===== src/include/dcache_defs.svh =====
`ifndef DCACHE_DEFS_SVH
`define DCACHE_DEFS_SVH

// address and data path
`define XLEN 32

// line geometry, 8-byte lines
`define BLK_BITS 64
`define BLK_OFS 3

// direct-mapped main cache
`define N_CL 16
`define IDX_BITS 4
`define TAG_BITS (`XLEN - `IDX_BITS - `BLK_OFS)
`define LINE_ADDR_BITS (`XLEN - `BLK_OFS)

// victim cache and its lru counters
`define N_VC 4
`define LRU_BITS 2

// miss status table and memory tags
`define N_MSHR 4
`define MEM_TAG_BITS 4

`endif

===== src/verilog/dcache_pkg.sv =====
`include "dcache_defs.svh"

package dcache_pkg;

    // one line seen at three access widths
    typedef union packed {
        logic [7:0][7:0]  bytes;
        logic [3:0][15:0] halves;
        logic [1:0][31:0] words;
    } cache_block_t;

    typedef enum logic {MEM_READ, MEM_WRITE} mem_op_e;

    typedef enum logic [1:0] {SIZE_BYTE, SIZE_HALF, SIZE_WORD} mem_size_e;

    typedef enum logic [1:0] {CMD_NONE, CMD_LOAD, CMD_STORE} mem_cmd_e;

    typedef enum logic [1:0] {ST_READY, ST_WAIT_MEM, ST_REPLAY} ctrl_state_e;

    // place write data into a line by size and byte offset
    function automatic cache_block_t store_merge(input cache_block_t blk,
                                                 input mem_size_e size,
                                                 input logic [`BLK_OFS-1:0] ofs,
                                                 input logic [`XLEN-1:0] wdata);
        cache_block_t res;
        res = blk;
        case (size)
            SIZE_BYTE: res.bytes[ofs] = wdata[7:0];
            SIZE_HALF: res.halves[ofs[2:1]] = wdata[15:0];
            default:   res.words[ofs[2]] = wdata;
        endcase
        return res;
    endfunction

    // zero-extended read of the addressed bytes
    function automatic logic [`XLEN-1:0] load_extract(input cache_block_t blk,
                                                      input mem_size_e size,
                                                      input logic [`BLK_OFS-1:0] ofs);
        logic [`XLEN-1:0] res;
        case (size)
            SIZE_BYTE: res = {24'b0, blk.bytes[ofs]};
            SIZE_HALF: res = {16'b0, blk.halves[ofs[2:1]]};
            default:   res = blk.words[ofs[2]];
        endcase
        return res;
    endfunction

endpackage


===== src/verilog/dcache_ifs.sv =====
`timescale 1ns/1ps
`include "dcache_defs.svh"

// one access presented to a cache, and the lookup result coming back
interface cache_req_if;
    logic                 valid;     // apply this access now
    logic                 op;        // 1 for store
    logic [1:0]           size;
    logic [`XLEN-1:0]     addr;
    logic [`XLEN-1:0]     wdata;
    logic                 hit;
    logic [`BLK_BITS-1:0] hit_block;

    modport ctrl  (output valid, op, size, addr, wdata, input hit, hit_block);
    modport cache (input valid, op, size, addr, wdata, output hit, hit_block);
endinterface

// single-cycle line transfer, no back-pressure
interface line_xfer_if;
    logic                       valid;
    logic [`LINE_ADDR_BITS-1:0] line_addr;
    logic [`BLK_BITS-1:0]       block;
    logic                       dirty;

    modport source (output valid, line_addr, block, dirty);
    modport sink   (input valid, line_addr, block, dirty);
endinterface


===== src/verilog/dcache_top.sv =====
`timescale 1ns/1ps
`include "dcache_defs.svh"

module dcache_top (
    input  logic                          clock,
    input  logic                          reset,
    input  logic                          req_valid,
    input  dcache_pkg::mem_op_e           req_op,
    input  dcache_pkg::mem_size_e         req_size,
    input  logic [`XLEN-1:0]              req_addr,
    input  logic [`XLEN-1:0]              req_wdata,
    output logic                          stall,
    output logic                          resp_valid,
    output logic [`XLEN-1:0]              resp_data,
    output dcache_pkg::mem_cmd_e          mem_command,
    output logic [`XLEN-1:0]              mem_addr,
    output logic [`BLK_BITS-1:0]          mem_wdata,
    input  logic [`MEM_TAG_BITS-1:0]      mem_response,
    input  logic [`MEM_TAG_BITS-1:0]      mem_tag,
    input  logic [`BLK_BITS-1:0]          mem_rdata
);

    cache_req_if req_main();
    cache_req_if req_vc();
    line_xfer_if evict_main(); // main cache -> victim cache
    line_xfer_if evict_vc();   // dirty victim -> miss table

    logic                       miss_alloc;
    logic [`LINE_ADDR_BITS-1:0] miss_line_addr;
    logic                       fill_valid;
    logic [`LINE_ADDR_BITS-1:0] fill_line_addr;
    logic [`BLK_BITS-1:0]       fill_block;

    dcache_ctrl u_dcache_ctrl (
        .clock, .reset,
        .req_valid, .req_op, .req_size, .req_addr, .req_wdata,
        .stall, .resp_valid, .resp_data,
        .req_main, .req_vc,
        .fill_valid, .fill_block,
        .miss_alloc, .miss_line_addr
    );

    main_cache u_main_cache (
        .clock, .reset,
        .req(req_main),
        .fill_valid, .fill_line_addr, .fill_block,
        .evict(evict_main)
    );

    victim_cache u_victim_cache (
        .clock, .reset,
        .req(req_vc),
        .in_line(evict_main),
        .wb(evict_vc)
    );

    mshr_table u_mshr_table (
        .clock, .reset,
        .miss_alloc, .miss_line_addr,
        .wb(evict_vc),
        .mem_command, .mem_addr, .mem_wdata, .mem_response, .mem_tag, .mem_rdata,
        .fill_valid, .fill_line_addr, .fill_block
    );

endmodule


===== src/verilog/dcache_ctrl.sv =====
`timescale 1ns/1ps
`include "dcache_defs.svh"

module dcache_ctrl (
    input  logic                        clock,
    input  logic                        reset,
    input  logic                        req_valid,
    input  dcache_pkg::mem_op_e         req_op,
    input  dcache_pkg::mem_size_e       req_size,
    input  logic [`XLEN-1:0]            req_addr,
    input  logic [`XLEN-1:0]            req_wdata,
    output logic                        stall,
    output logic                        resp_valid,
    output logic [`XLEN-1:0]            resp_data,
    cache_req_if.ctrl                   req_main,
    cache_req_if.ctrl                   req_vc,
    input  logic                        fill_valid,
    input  logic [`BLK_BITS-1:0]        fill_block,
    output logic                        miss_alloc,
    output logic [`LINE_ADDR_BITS-1:0]  miss_line_addr
);
    import dcache_pkg::*;

    ctrl_state_e      state;
    mem_op_e          held_op;   // request waiting on the fill
    mem_size_e        held_size;
    logic [`XLEN-1:0] held_addr;
    logic [`XLEN-1:0] held_wdata;

    logic             replaying;
    logic             acc_valid;
    mem_op_e          acc_op;
    mem_size_e        acc_size;
    logic [`XLEN-1:0] acc_addr;
    logic [`XLEN-1:0] acc_wdata;
    logic             any_hit;
    cache_block_t     hit_block;

    assign stall     = (state != ST_READY);
    assign replaying = (state == ST_REPLAY);

    // in wait_mem nothing is applied to the caches
    assign acc_valid = (state == ST_READY && req_valid) || replaying;
    assign acc_op    = replaying ? held_op    : req_op;
    assign acc_size  = replaying ? held_size  : req_size;
    assign acc_addr  = replaying ? held_addr  : req_addr;
    assign acc_wdata = replaying ? held_wdata : req_wdata;

    // both caches see the same access
    assign req_main.valid = acc_valid;
    assign req_main.op    = acc_op;
    assign req_main.size  = acc_size;
    assign req_main.addr  = acc_addr;
    assign req_main.wdata = acc_wdata;
    assign req_vc.valid   = acc_valid;
    assign req_vc.op      = acc_op;
    assign req_vc.size    = acc_size;
    assign req_vc.addr    = acc_addr;
    assign req_vc.wdata   = acc_wdata;

    assign any_hit   = req_main.hit | req_vc.hit;
    assign hit_block = req_main.hit ? req_main.hit_block : req_vc.hit_block;

    assign miss_alloc     = (state == ST_READY) && req_valid && !any_hit;
    assign miss_line_addr = req_addr[`XLEN-1:`BLK_OFS];

    always_ff @(posedge clock) begin
        if (reset) begin
            state      <= ST_READY;
            resp_valid <= 1'b0;
        end else begin
            resp_valid <= acc_valid && any_hit; // replay always hits main
            case (state)
                ST_READY:    if (miss_alloc) state <= ST_WAIT_MEM;
                ST_WAIT_MEM: if (fill_valid) state <= ST_REPLAY;
                default:     state <= ST_READY;
            endcase
        end
    end

    always_ff @(posedge clock) begin
        if (miss_alloc) begin
            held_op    <= req_op;
            held_size  <= req_size;
            held_addr  <= req_addr;
            held_wdata <= req_wdata;
        end
        if (acc_valid && any_hit)
            resp_data <= load_extract(hit_block, acc_size, acc_addr[`BLK_OFS-1:0]);
    end

    // lines are exclusive between the two caches
    a_no_double_hit: assert property (@(posedge clock) disable iff (reset)
        !(req_main.hit && req_vc.hit));

    a_aligned: assert property (@(posedge clock) disable iff (reset)
        acc_valid |-> (acc_size == SIZE_BYTE) ||
                      (acc_size == SIZE_HALF && !acc_addr[0]) ||
                      (acc_size == SIZE_WORD && acc_addr[1:0] == 2'b00));

    // the filled line is in main and unchanged when the replay looks it up
    a_replay_hits_fill: assert property (@(posedge clock) disable iff (reset)
        (state == ST_WAIT_MEM && fill_valid) |=>
            (req_main.hit && req_main.hit_block == $past(fill_block)));

endmodule


===== src/verilog/mshr_table.sv =====
`timescale 1ns/1ps
`include "dcache_defs.svh"

module mshr_table (
    input  logic                        clock,
    input  logic                        reset,
    input  logic                        miss_alloc,
    input  logic [`LINE_ADDR_BITS-1:0]  miss_line_addr,
    line_xfer_if.sink                   wb,
    output dcache_pkg::mem_cmd_e        mem_command,
    output logic [`XLEN-1:0]            mem_addr,
    output logic [`BLK_BITS-1:0]        mem_wdata,
    input  logic [`MEM_TAG_BITS-1:0]    mem_response,
    input  logic [`MEM_TAG_BITS-1:0]    mem_tag,
    input  logic [`BLK_BITS-1:0]        mem_rdata,
    output logic                        fill_valid,
    output logic [`LINE_ADDR_BITS-1:0]  fill_line_addr,
    output logic [`BLK_BITS-1:0]        fill_block
);
    import dcache_pkg::*;

    localparam int M_IDX = $clog2(`N_MSHR);

    logic [`N_MSHR-1:0]         e_valid;
    logic [`N_MSHR-1:0]         e_issued;  // accepted load, waiting for data
    mem_op_e                    e_op    [`N_MSHR];
    logic [`MEM_TAG_BITS-1:0]   e_tag   [`N_MSHR];
    logic [`LINE_ADDR_BITS-1:0] e_addr  [`N_MSHR];
    logic [`BLK_BITS-1:0]       e_block [`N_MSHR];

    logic [`N_MSHR-1:0] is_load;
    logic               sel_found;
    logic [M_IDX-1:0]   sel_idx;
    logic [M_IDX-1:0]   resp_idx;
    logic [M_IDX-1:0]   free_idx;
    logic               accept;
    logic               wb_take;
    logic               alloc;

    always_comb begin
        sel_found  = 1'b0;
        sel_idx    = '0;
        fill_valid = 1'b0;
        resp_idx   = '0;
        free_idx   = '0;
        for (int i = `N_MSHR - 1; i >= 0; i--) begin
            is_load[i] = e_valid[i] && (e_op[i] == MEM_READ);
            if (!e_valid[i])
                free_idx = M_IDX'(i);
            if (is_load[i] && !e_issued[i]) begin
                sel_found = 1'b1;
                sel_idx   = M_IDX'(i);
            end
            if (is_load[i] && e_issued[i] && mem_tag != '0 && e_tag[i] == mem_tag) begin
                fill_valid = 1'b1;
                resp_idx   = M_IDX'(i);
            end
        end
        // pending write-backs go out ahead of the load
        for (int i = `N_MSHR - 1; i >= 0; i--) begin
            if (e_valid[i] && e_op[i] == MEM_WRITE) begin
                sel_found = 1'b1;
                sel_idx   = M_IDX'(i);
            end
        end
    end

    assign mem_command = !sel_found ? CMD_NONE :
                         (e_op[sel_idx] == MEM_WRITE) ? CMD_STORE : CMD_LOAD;
    assign mem_addr    = {e_addr[sel_idx], {`BLK_OFS{1'b0}}};
    assign mem_wdata   = e_block[sel_idx];
    assign accept      = sel_found && (mem_response != '0);

    assign fill_line_addr = e_addr[resp_idx];
    assign fill_block     = mem_rdata;

    assign wb_take = wb.valid && wb.dirty;
    assign alloc   = miss_alloc || wb_take;

    always_ff @(posedge clock) begin
        if (reset) begin
            e_valid  <= '0;
            e_issued <= '0;
        end else begin
            if (accept) begin
                if (e_op[sel_idx] == MEM_WRITE)
                    e_valid[sel_idx] <= 1'b0; // store done once accepted
                else
                    e_issued[sel_idx] <= 1'b1;
            end
            if (fill_valid)
                e_valid[resp_idx] <= 1'b0;
            if (alloc) begin
                e_valid[free_idx]  <= 1'b1;
                e_issued[free_idx] <= 1'b0;
            end
        end
    end

    always_ff @(posedge clock) begin
        if (accept)
            e_tag[sel_idx] <= mem_response;
        if (alloc) begin
            e_op[free_idx]    <= wb_take ? MEM_WRITE : MEM_READ;
            e_addr[free_idx]  <= wb_take ? wb.line_addr : miss_line_addr;
            e_block[free_idx] <= wb.block;
        end
    end

    a_no_alloc_full: assert property (@(posedge clock) disable iff (reset)
        alloc |-> !(&e_valid));

    a_one_load: assert property (@(posedge clock) disable iff (reset)
        $countones(is_load) <= 1);

endmodule


===== src/verilog/victim_cache.sv =====
`timescale 1ns/1ps
`include "dcache_defs.svh"

module victim_cache (
    input  logic        clock,
    input  logic        reset,
    cache_req_if.cache  req,
    line_xfer_if.sink   in_line,
    line_xfer_if.source wb
);
    import dcache_pkg::*;

    localparam int VC_IDX = $clog2(`N_VC);

    logic [`N_VC-1:0]           vc_valid;
    logic [`N_VC-1:0]           vc_dirty;
    logic [`LINE_ADDR_BITS-1:0] vc_addr  [`N_VC];
    cache_block_t               vc_block [`N_VC];
    logic [`LRU_BITS-1:0]       vc_lru   [`N_VC];

    logic [`N_VC-1:0]     match;
    logic [VC_IDX-1:0]    hit_idx;
    logic [VC_IDX-1:0]    ins_idx;
    logic [VC_IDX-1:0]    touch_idx;
    logic                 has_free;
    logic [`LRU_BITS-1:0] min_lru;
    logic                 store_hit;

    // full associative search by line address
    always_comb begin
        hit_idx = '0;
        for (int i = 0; i < `N_VC; i++) begin
            match[i] = vc_valid[i] && (vc_addr[i] == req.addr[`XLEN-1:`BLK_OFS]);
            if (match[i])
                hit_idx = VC_IDX'(i);
        end
    end

    // first free slot, else oldest (lowest index on ties)
    always_comb begin
        has_free = 1'b0;
        ins_idx  = '0;
        min_lru  = vc_lru[0];
        for (int i = `N_VC - 1; i >= 0; i--) begin
            if (!vc_valid[i]) begin
                has_free = 1'b1;
                ins_idx  = VC_IDX'(i);
            end
        end
        if (!has_free) begin
            for (int i = 1; i < `N_VC; i++) begin
                if (vc_lru[i] < min_lru) begin
                    min_lru = vc_lru[i];
                    ins_idx = VC_IDX'(i);
                end
            end
        end
    end

    assign req.hit       = req.valid && (|match);
    assign req.hit_block = vc_block[hit_idx];
    assign store_hit     = req.hit && (req.op == MEM_WRITE);
    assign touch_idx     = in_line.valid ? ins_idx : hit_idx;

    // only a displaced dirty line needs writing back
    assign wb.valid     = in_line.valid && !has_free && vc_dirty[ins_idx];
    assign wb.line_addr = vc_addr[ins_idx];
    assign wb.block     = vc_block[ins_idx];
    assign wb.dirty     = vc_dirty[ins_idx];

    always_ff @(posedge clock) begin
        if (reset) begin
            vc_valid <= '0;
            vc_dirty <= '0;
            for (int i = 0; i < `N_VC; i++)
                vc_lru[i] <= '0;
        end else begin
            if (in_line.valid) begin
                vc_valid[ins_idx] <= 1'b1;
                vc_dirty[ins_idx] <= in_line.dirty;
            end else if (store_hit) begin
                vc_dirty[hit_idx] <= 1'b1;
            end
            if (in_line.valid || req.hit) begin
                for (int i = 0; i < `N_VC; i++) begin
                    if (VC_IDX'(i) == touch_idx)
                        vc_lru[i] <= '1;         // most recent
                    else if (vc_lru[i] != '0)
                        vc_lru[i] <= vc_lru[i] - 1'b1;
                end
            end
        end
    end

    always_ff @(posedge clock) begin
        if (in_line.valid) begin
            vc_addr[ins_idx]  <= in_line.line_addr;
            vc_block[ins_idx] <= in_line.block;
        end else if (store_hit) begin
            vc_block[hit_idx] <= store_merge(vc_block[hit_idx], mem_size_e'(req.size),
                                             req.addr[`BLK_OFS-1:0], req.wdata);
        end
    end

    a_single_match: assert property (@(posedge clock) disable iff (reset)
        $onehot0(match));

endmodule


===== src/verilog/main_cache.sv =====
`timescale 1ns/1ps
`include "dcache_defs.svh"

module main_cache (
    input  logic                        clock,
    input  logic                        reset,
    cache_req_if.cache                  req,
    input  logic                        fill_valid,
    input  logic [`LINE_ADDR_BITS-1:0]  fill_line_addr,
    input  logic [`BLK_BITS-1:0]        fill_block,
    line_xfer_if.source                 evict
);
    import dcache_pkg::*;

    logic [`N_CL-1:0]     line_valid;
    logic [`N_CL-1:0]     line_dirty;
    logic [`TAG_BITS-1:0] line_tag   [`N_CL];
    cache_block_t         line_block [`N_CL];

    logic [`IDX_BITS-1:0] req_idx;
    logic [`IDX_BITS-1:0] fill_idx;
    logic                 store_hit;

    assign req_idx  = req.addr[`IDX_BITS+`BLK_OFS-1:`BLK_OFS];
    assign fill_idx = fill_line_addr[`IDX_BITS-1:0];

    assign req.hit = req.valid && line_valid[req_idx] &&
                     (line_tag[req_idx] == req.addr[`XLEN-1 -: `TAG_BITS]);
    assign req.hit_block = line_block[req_idx];
    assign store_hit     = req.hit && (req.op == MEM_WRITE);

    // the line displaced by a fill goes to the victim cache
    assign evict.valid     = fill_valid && line_valid[fill_idx];
    assign evict.line_addr = {line_tag[fill_idx], fill_idx};
    assign evict.block     = line_block[fill_idx];
    assign evict.dirty     = line_dirty[fill_idx];

    always_ff @(posedge clock) begin
        if (reset) begin
            line_valid <= '0;
            line_dirty <= '0;
        end else if (fill_valid) begin
            line_valid[fill_idx] <= 1'b1;
            line_dirty[fill_idx] <= 1'b0; // fresh from memory
        end else if (store_hit) begin
            line_dirty[req_idx] <= 1'b1;
        end
    end

    always_ff @(posedge clock) begin
        if (fill_valid) begin
            line_tag[fill_idx]   <= fill_line_addr[`LINE_ADDR_BITS-1:`IDX_BITS];
            line_block[fill_idx] <= fill_block;
        end else if (store_hit) begin
            line_block[req_idx] <= store_merge(line_block[req_idx], mem_size_e'(req.size),
                                               req.addr[`BLK_OFS-1:0], req.wdata);
        end
    end

endmodule


===== config.mk =====
export PLATFORM = sky130hd
export DESIGN_NAME = dcache_top
export DESIGN_NICKNAME = d
export VERILOG_FILES = /design/src/verilog/dcache_pkg.sv /design/src/verilog/dcache_ifs.sv /design/src/verilog/dcache_top.sv /design/src/verilog/dcache_ctrl.sv /design/src/verilog/mshr_table.sv /design/src/verilog/victim_cache.sv /design/src/verilog/main_cache.sv
export VERILOG_INCLUDE_DIRS = /design/src /design/src/include
export SDC_FILE = /design/constraint.sdc
export NUM_CORES = 2
export LEC_CHECK = 0
export BUFFER_PORTS_ARGS = -buffer_cell sky130_fd_sc_hd__buf_2
export CAP_MARGIN = 20
export CORE_MARGIN = 2
export CORE_UTILIZATION = 57
export DETAILED_ROUTE_END_ITERATION = 12
export PLACE_DENSITY = 0.71
export SYNTH_ARGS = -nofsm -noshare
export SYNTH_HDL_FRONTEND = slang
export SYNTH_HIERARCHICAL = 1
export SYNTH_SLANG_ARGS = --single-unit

===== constraint.sdc =====
create_clock -name clock -period 54.8 [get_ports clock]
set_input_delay 10.96 -clock clock [delete_from_list [all_inputs] [get_ports clock]]
set_output_delay 10.96 -clock clock [all_outputs]
set_load 0.05 [all_outputs]

==> impl_summary.txt <==
----------------------------------------------------
[Clock tree]
  Number of H-tree levels ... 4
  Number of instances resized during post-cts repair ... 0
  Clock slew at reported path FFs ... 0.06 ns
  Setup repair bufs after CTS ... 0
  Number of sinks on the clock net ... 2346
  Source-to-sink clock delay at the later pin of the worst-skew pair ... 0.91 ns
  CTS buffer count ... 233
  TritonCTS clock tree ... built
  Root buffer selected by CTS ... sky130_fd_sc_hd__clkbuf_16
  Max Root-Sink Buffers ... 3
  Quantity of hold-fixing buffers added after cts ... 0

[Outcome]
  Outcome ... complete, no violations

[Global routing]
  Antenna violations before repair ... 40
  Total GRT Usage ... 36.2%
  Maximum number of pins on one net before global-route repair ... 194
  Wire length of the first global-routing pass ... 525000 um
  Overflow after GRT ... 0
  Vias in the first global route ... 71300

[Synth]
  Fraction of registers with async set/reset ... 0%
  Count of flip-flops with a built-in enable after synthesis ... 2295
  #FFs+latches synth ... 2346
  Sequential fraction of the synthesis area ... 60.6%
  Yosys Warn Count ... 6
  Most used standard cell by instance count after synthesis ... sky130_fd_sc_hd__edfxtp_1
  Number of distinct library cell variants in the gate-level netlist after synthesis ... 107
  Synth Instances ... 7321
  Avg Cell Area, Syn ... 15.8 sq um
  Area share of the largest cell type after synthesis ... 59.8%
  Primary FF master, synth ... sky130_fd_sc_hd__edfxtp_1
  Cell type contributing the most total cell area after synthesis ... sky130_fd_sc_hd__edfxtp_1
  Dominant cells by area after synthesis ... sky130_fd_sc_hd__edfxtp_1, sky130_fd_sc_hd__mux4_2, sky130_fd_sc_hd__mux2i_1
  Synthesized area ... 0.115 sq mm
  Leading post-synthesis cells by instance count ... sky130_fd_sc_hd__edfxtp_1, sky130_fd_sc_hd__mux4_2, sky130_fd_sc_hd__nand2_1, sky130_fd_sc_hd__mux2i_1, sky130_fd_sc_hd__clkbuf_1

[Floorplan]
  Starting utilization of the core area ... 57.2%
  Number of primary I/O pins ... 274
  Number of core rows ... 165
  Die Span X ... 454 um
  Die Outline Area ... 0.206 sq mm
  Floorplan Core Area ... 0.202 sq mm
  Vertical die dimension ... 454 um

[Critical path]
  Number of cells on the critical path ... 18
  Data required, critical path ... 55.44 ns
  Crit path DAT ... 18.58 ns
  Crit Path Category ... input pin to register
  Nature of the critical path startpoint ... input pin
  Delay-heaviest family, CP ... buffers and inverters
  Count of cells along the worst register-to-register path ... 16
  Critical path cell sequence ... buf_2, nor3_1, o21ai_2, buf_4, nand2_1, buf_4, a31oi_1, o221ai_4, buf_4, buf_4, mux4_2, mux4_2, and2_1, or2_2, a41oi_4, buf_4, nand2b_1, o21ai_0
  Number of buffers and inverters on the critical path ... 6
  Critical Path End Type ... register
  Worst-path cell with the longest stage delay ... sky130_fd_sc_hd__buf_4
  Most common cell type on the critical path ... sky130_fd_sc_hd__buf_4
  Crit path largest cell delay ... 0.82 ns
  Maximum fanout along the worst path ... 47

[Routing]
  Drc violations ... 0
  Number of nets still failing antenna checks after routing ... 0
  Total wirelength of the detailed-routed design ... 376000 um
  Initial drt markers ... 12200
  Average wire length per cell after detail routing ... 36.8 um
  Length of the first detailed-routing pass in iterations ... 9
  Vias after detailed routing ... 74200
  Vias per std cell ... 7.26

[Power]
  Total power ... 3990 uW
  Worst vdd rail ir drop ... 0.0374 mV
  Leakage power of the design ... 0.0409 uW
  Power per unit of standard cell area ... 31.6 mW/mm^2

[Cells and area]
  Combined area of the multi-input logic cells ... 0.0418 sq mm
  Non-filler instance count after layout ... 10200
  FILL cells ... 14300
  Ratio of cells with drive above 1 in the final layout ... 25.3%
  P&R area growth vs syn ... 9.52%
  Count of nets after finishing ... 7479
  Area occupied by registers ... 0.0699 sq mm

[Min path]
  Number of instances on the worst hold path ... 2
  Class of the tightest hold or removal check ... register to register

[STA]
  Worst slew margin ... 5.54%
  Fin crit share ... 32.7%
  Unrepaired setup endpoints after global routing ... no
  Final Skew ... 0.0411 ns
  Final max-slew violation count ... 0
  Number of failing hold endpoints at the final stage ... 0
  Time the final worst path needs with I/O delays and setup ... 17.94 ns
  Setup violation total in the final timing report ... 0
  Setup tns final ... 0 ns
  Max Clock Freq ... 55.7 MHz
  Worst slew pin tran ... 1.42 ns

[Placement]
  DP Wirelength ... 240000 um
  Last weighted congestion value of the routability-driven placer ... 0.978
  Total placed cells including tap cells ... 9748
  Port Buffers ... 270

[Job]
  Maximum Capacitance Violations ... 0

----------------------------------------------------
==> metrics by stage <==
step | hold WS, ns | cell area, sq um | worst slack (ns) | utilization, %
after floorplan | 0.427 | 115000 | 28.46 | -
after global placement | 0.434 | 118000 | 35.96 | 58.7
after global routing | 0.469 | 126000 | 36.40 | 62.6
final | 0.456 | 126000 | 36.86 | 62.6
after CTS | 0.453 | 126000 | 36.97 | 62.5
after detailed placement | 0.446 | 118000 | 36.04 | 58.7
==> worst paths after layout <==
kind / from / end / slack [ns]
worst max register to register: u_dcache_ctrl/state[0] / u_main_cache/line_block[3][36] / 46.44
worst min-delay path: u_main_cache/line_dirty[14] / u_main_cache/line_dirty[14] / 0.46
worst max-delay path: mem_tag[1] / u_victim_cache/vc_block[0][36] / 36.86
worst min register to register: u_main_cache/line_dirty[14] / u_main_cache/line_dirty[14] / 0.46
==> cell usage in the layout, fill, tap and decap left out, types with 51 or more instances in the layout <==
master,netlist,final
sky130_fd_sc_hd__and2_1,110,110
sky130_fd_sc_hd__xnor2_1,105,105
sky130_fd_sc_hd__and3_1,57,55
sky130_fd_sc_hd__buf_4,189,180
sky130_fd_sc_hd__nor2b_1,57,57
sky130_fd_sc_hd__buf_2,96,271
sky130_fd_sc_hd__nor2_1,299,296
sky130_fd_sc_hd__a211oi_1,127,127
sky130_fd_sc_hd__a21oi_1,188,187
sky130_fd_sc_hd__nand4_1,73,73
sky130_fd_sc_hd__mux2i_1,465,465
sky130_fd_sc_hd__nor3_1,78,75
sky130_fd_sc_hd__edfxtp_1,2295,2295
sky130_fd_sc_hd__dfxtp_1,51,51
sky130_fd_sc_hd__nand2_1,605,588
sky130_fd_sc_hd__mux2_2,67,67
sky130_fd_sc_hd__a31oi_1,120,120
sky130_fd_sc_hd__inv_1,125,121
sky130_fd_sc_hd__mux4_2,852,852
sky130_fd_sc_hd__clkbuf_16,0,236
sky130_fd_sc_hd__nand3_1,56,55
sky130_fd_sc_hd__o21ai_0,189,187
==> final cells by class <==
type	count	area share, %
Inverter	130	0.388
Timing Repair Buffer	466	2.36
Tap cell	2672	2.65
Multi-Input combinational cell	4151	33.1
Clock inverter	149	1.21
Sequential cell	2346	55.4
Antenna cell	14	0.0277
Clock buffer	287	4.87
==> power by group <==
part,internal (uW),switching [uW]
clock,911,698
combinational,128,264
sequential,1990,4.41
==> registers in the layout, indices dropped and copies added (netlist names), 116 cells and up <==
name	flops
u_main_cache/line_tag	400
u_mshr_table/e_addr	116
u_victim_cache/vc_addr	116
u_victim_cache/vc_block	256
u_mshr_table/e_block	256
u_main_cache/line_block	1024
==> metal layers <==
layer / part of all wire (%) / global-route usage [%]
met2: 44 / 52.4
met1: 35 / 48.7
met4: 6.6 / 20.1
met3: 15 / 12.1
met5: 0.069 / 0
==> worst min-delay path, cell delays in order, from the launching register on <==
cell and delay, ns:
sky130_fd_sc_hd__dfxtp_1 0.31, sky130_fd_sc_hd__nand2_1 0.05, sky130_fd_sc_hd__a21oi_1 0.05
==> logic make-up after synthesis <==
logic type / synth area share, %
xor gates and xnor gates: 1.15
adders and majority gates: 0.0976
other: 0.00325
DFF: 60.6
buffers and inverters: 3.63
muxes: 22.1
AOI/OAI and AO/OA: 6.00
and+or+nand+nor: 6.41
Note: power is estimated with default switching activity, not from simulation.
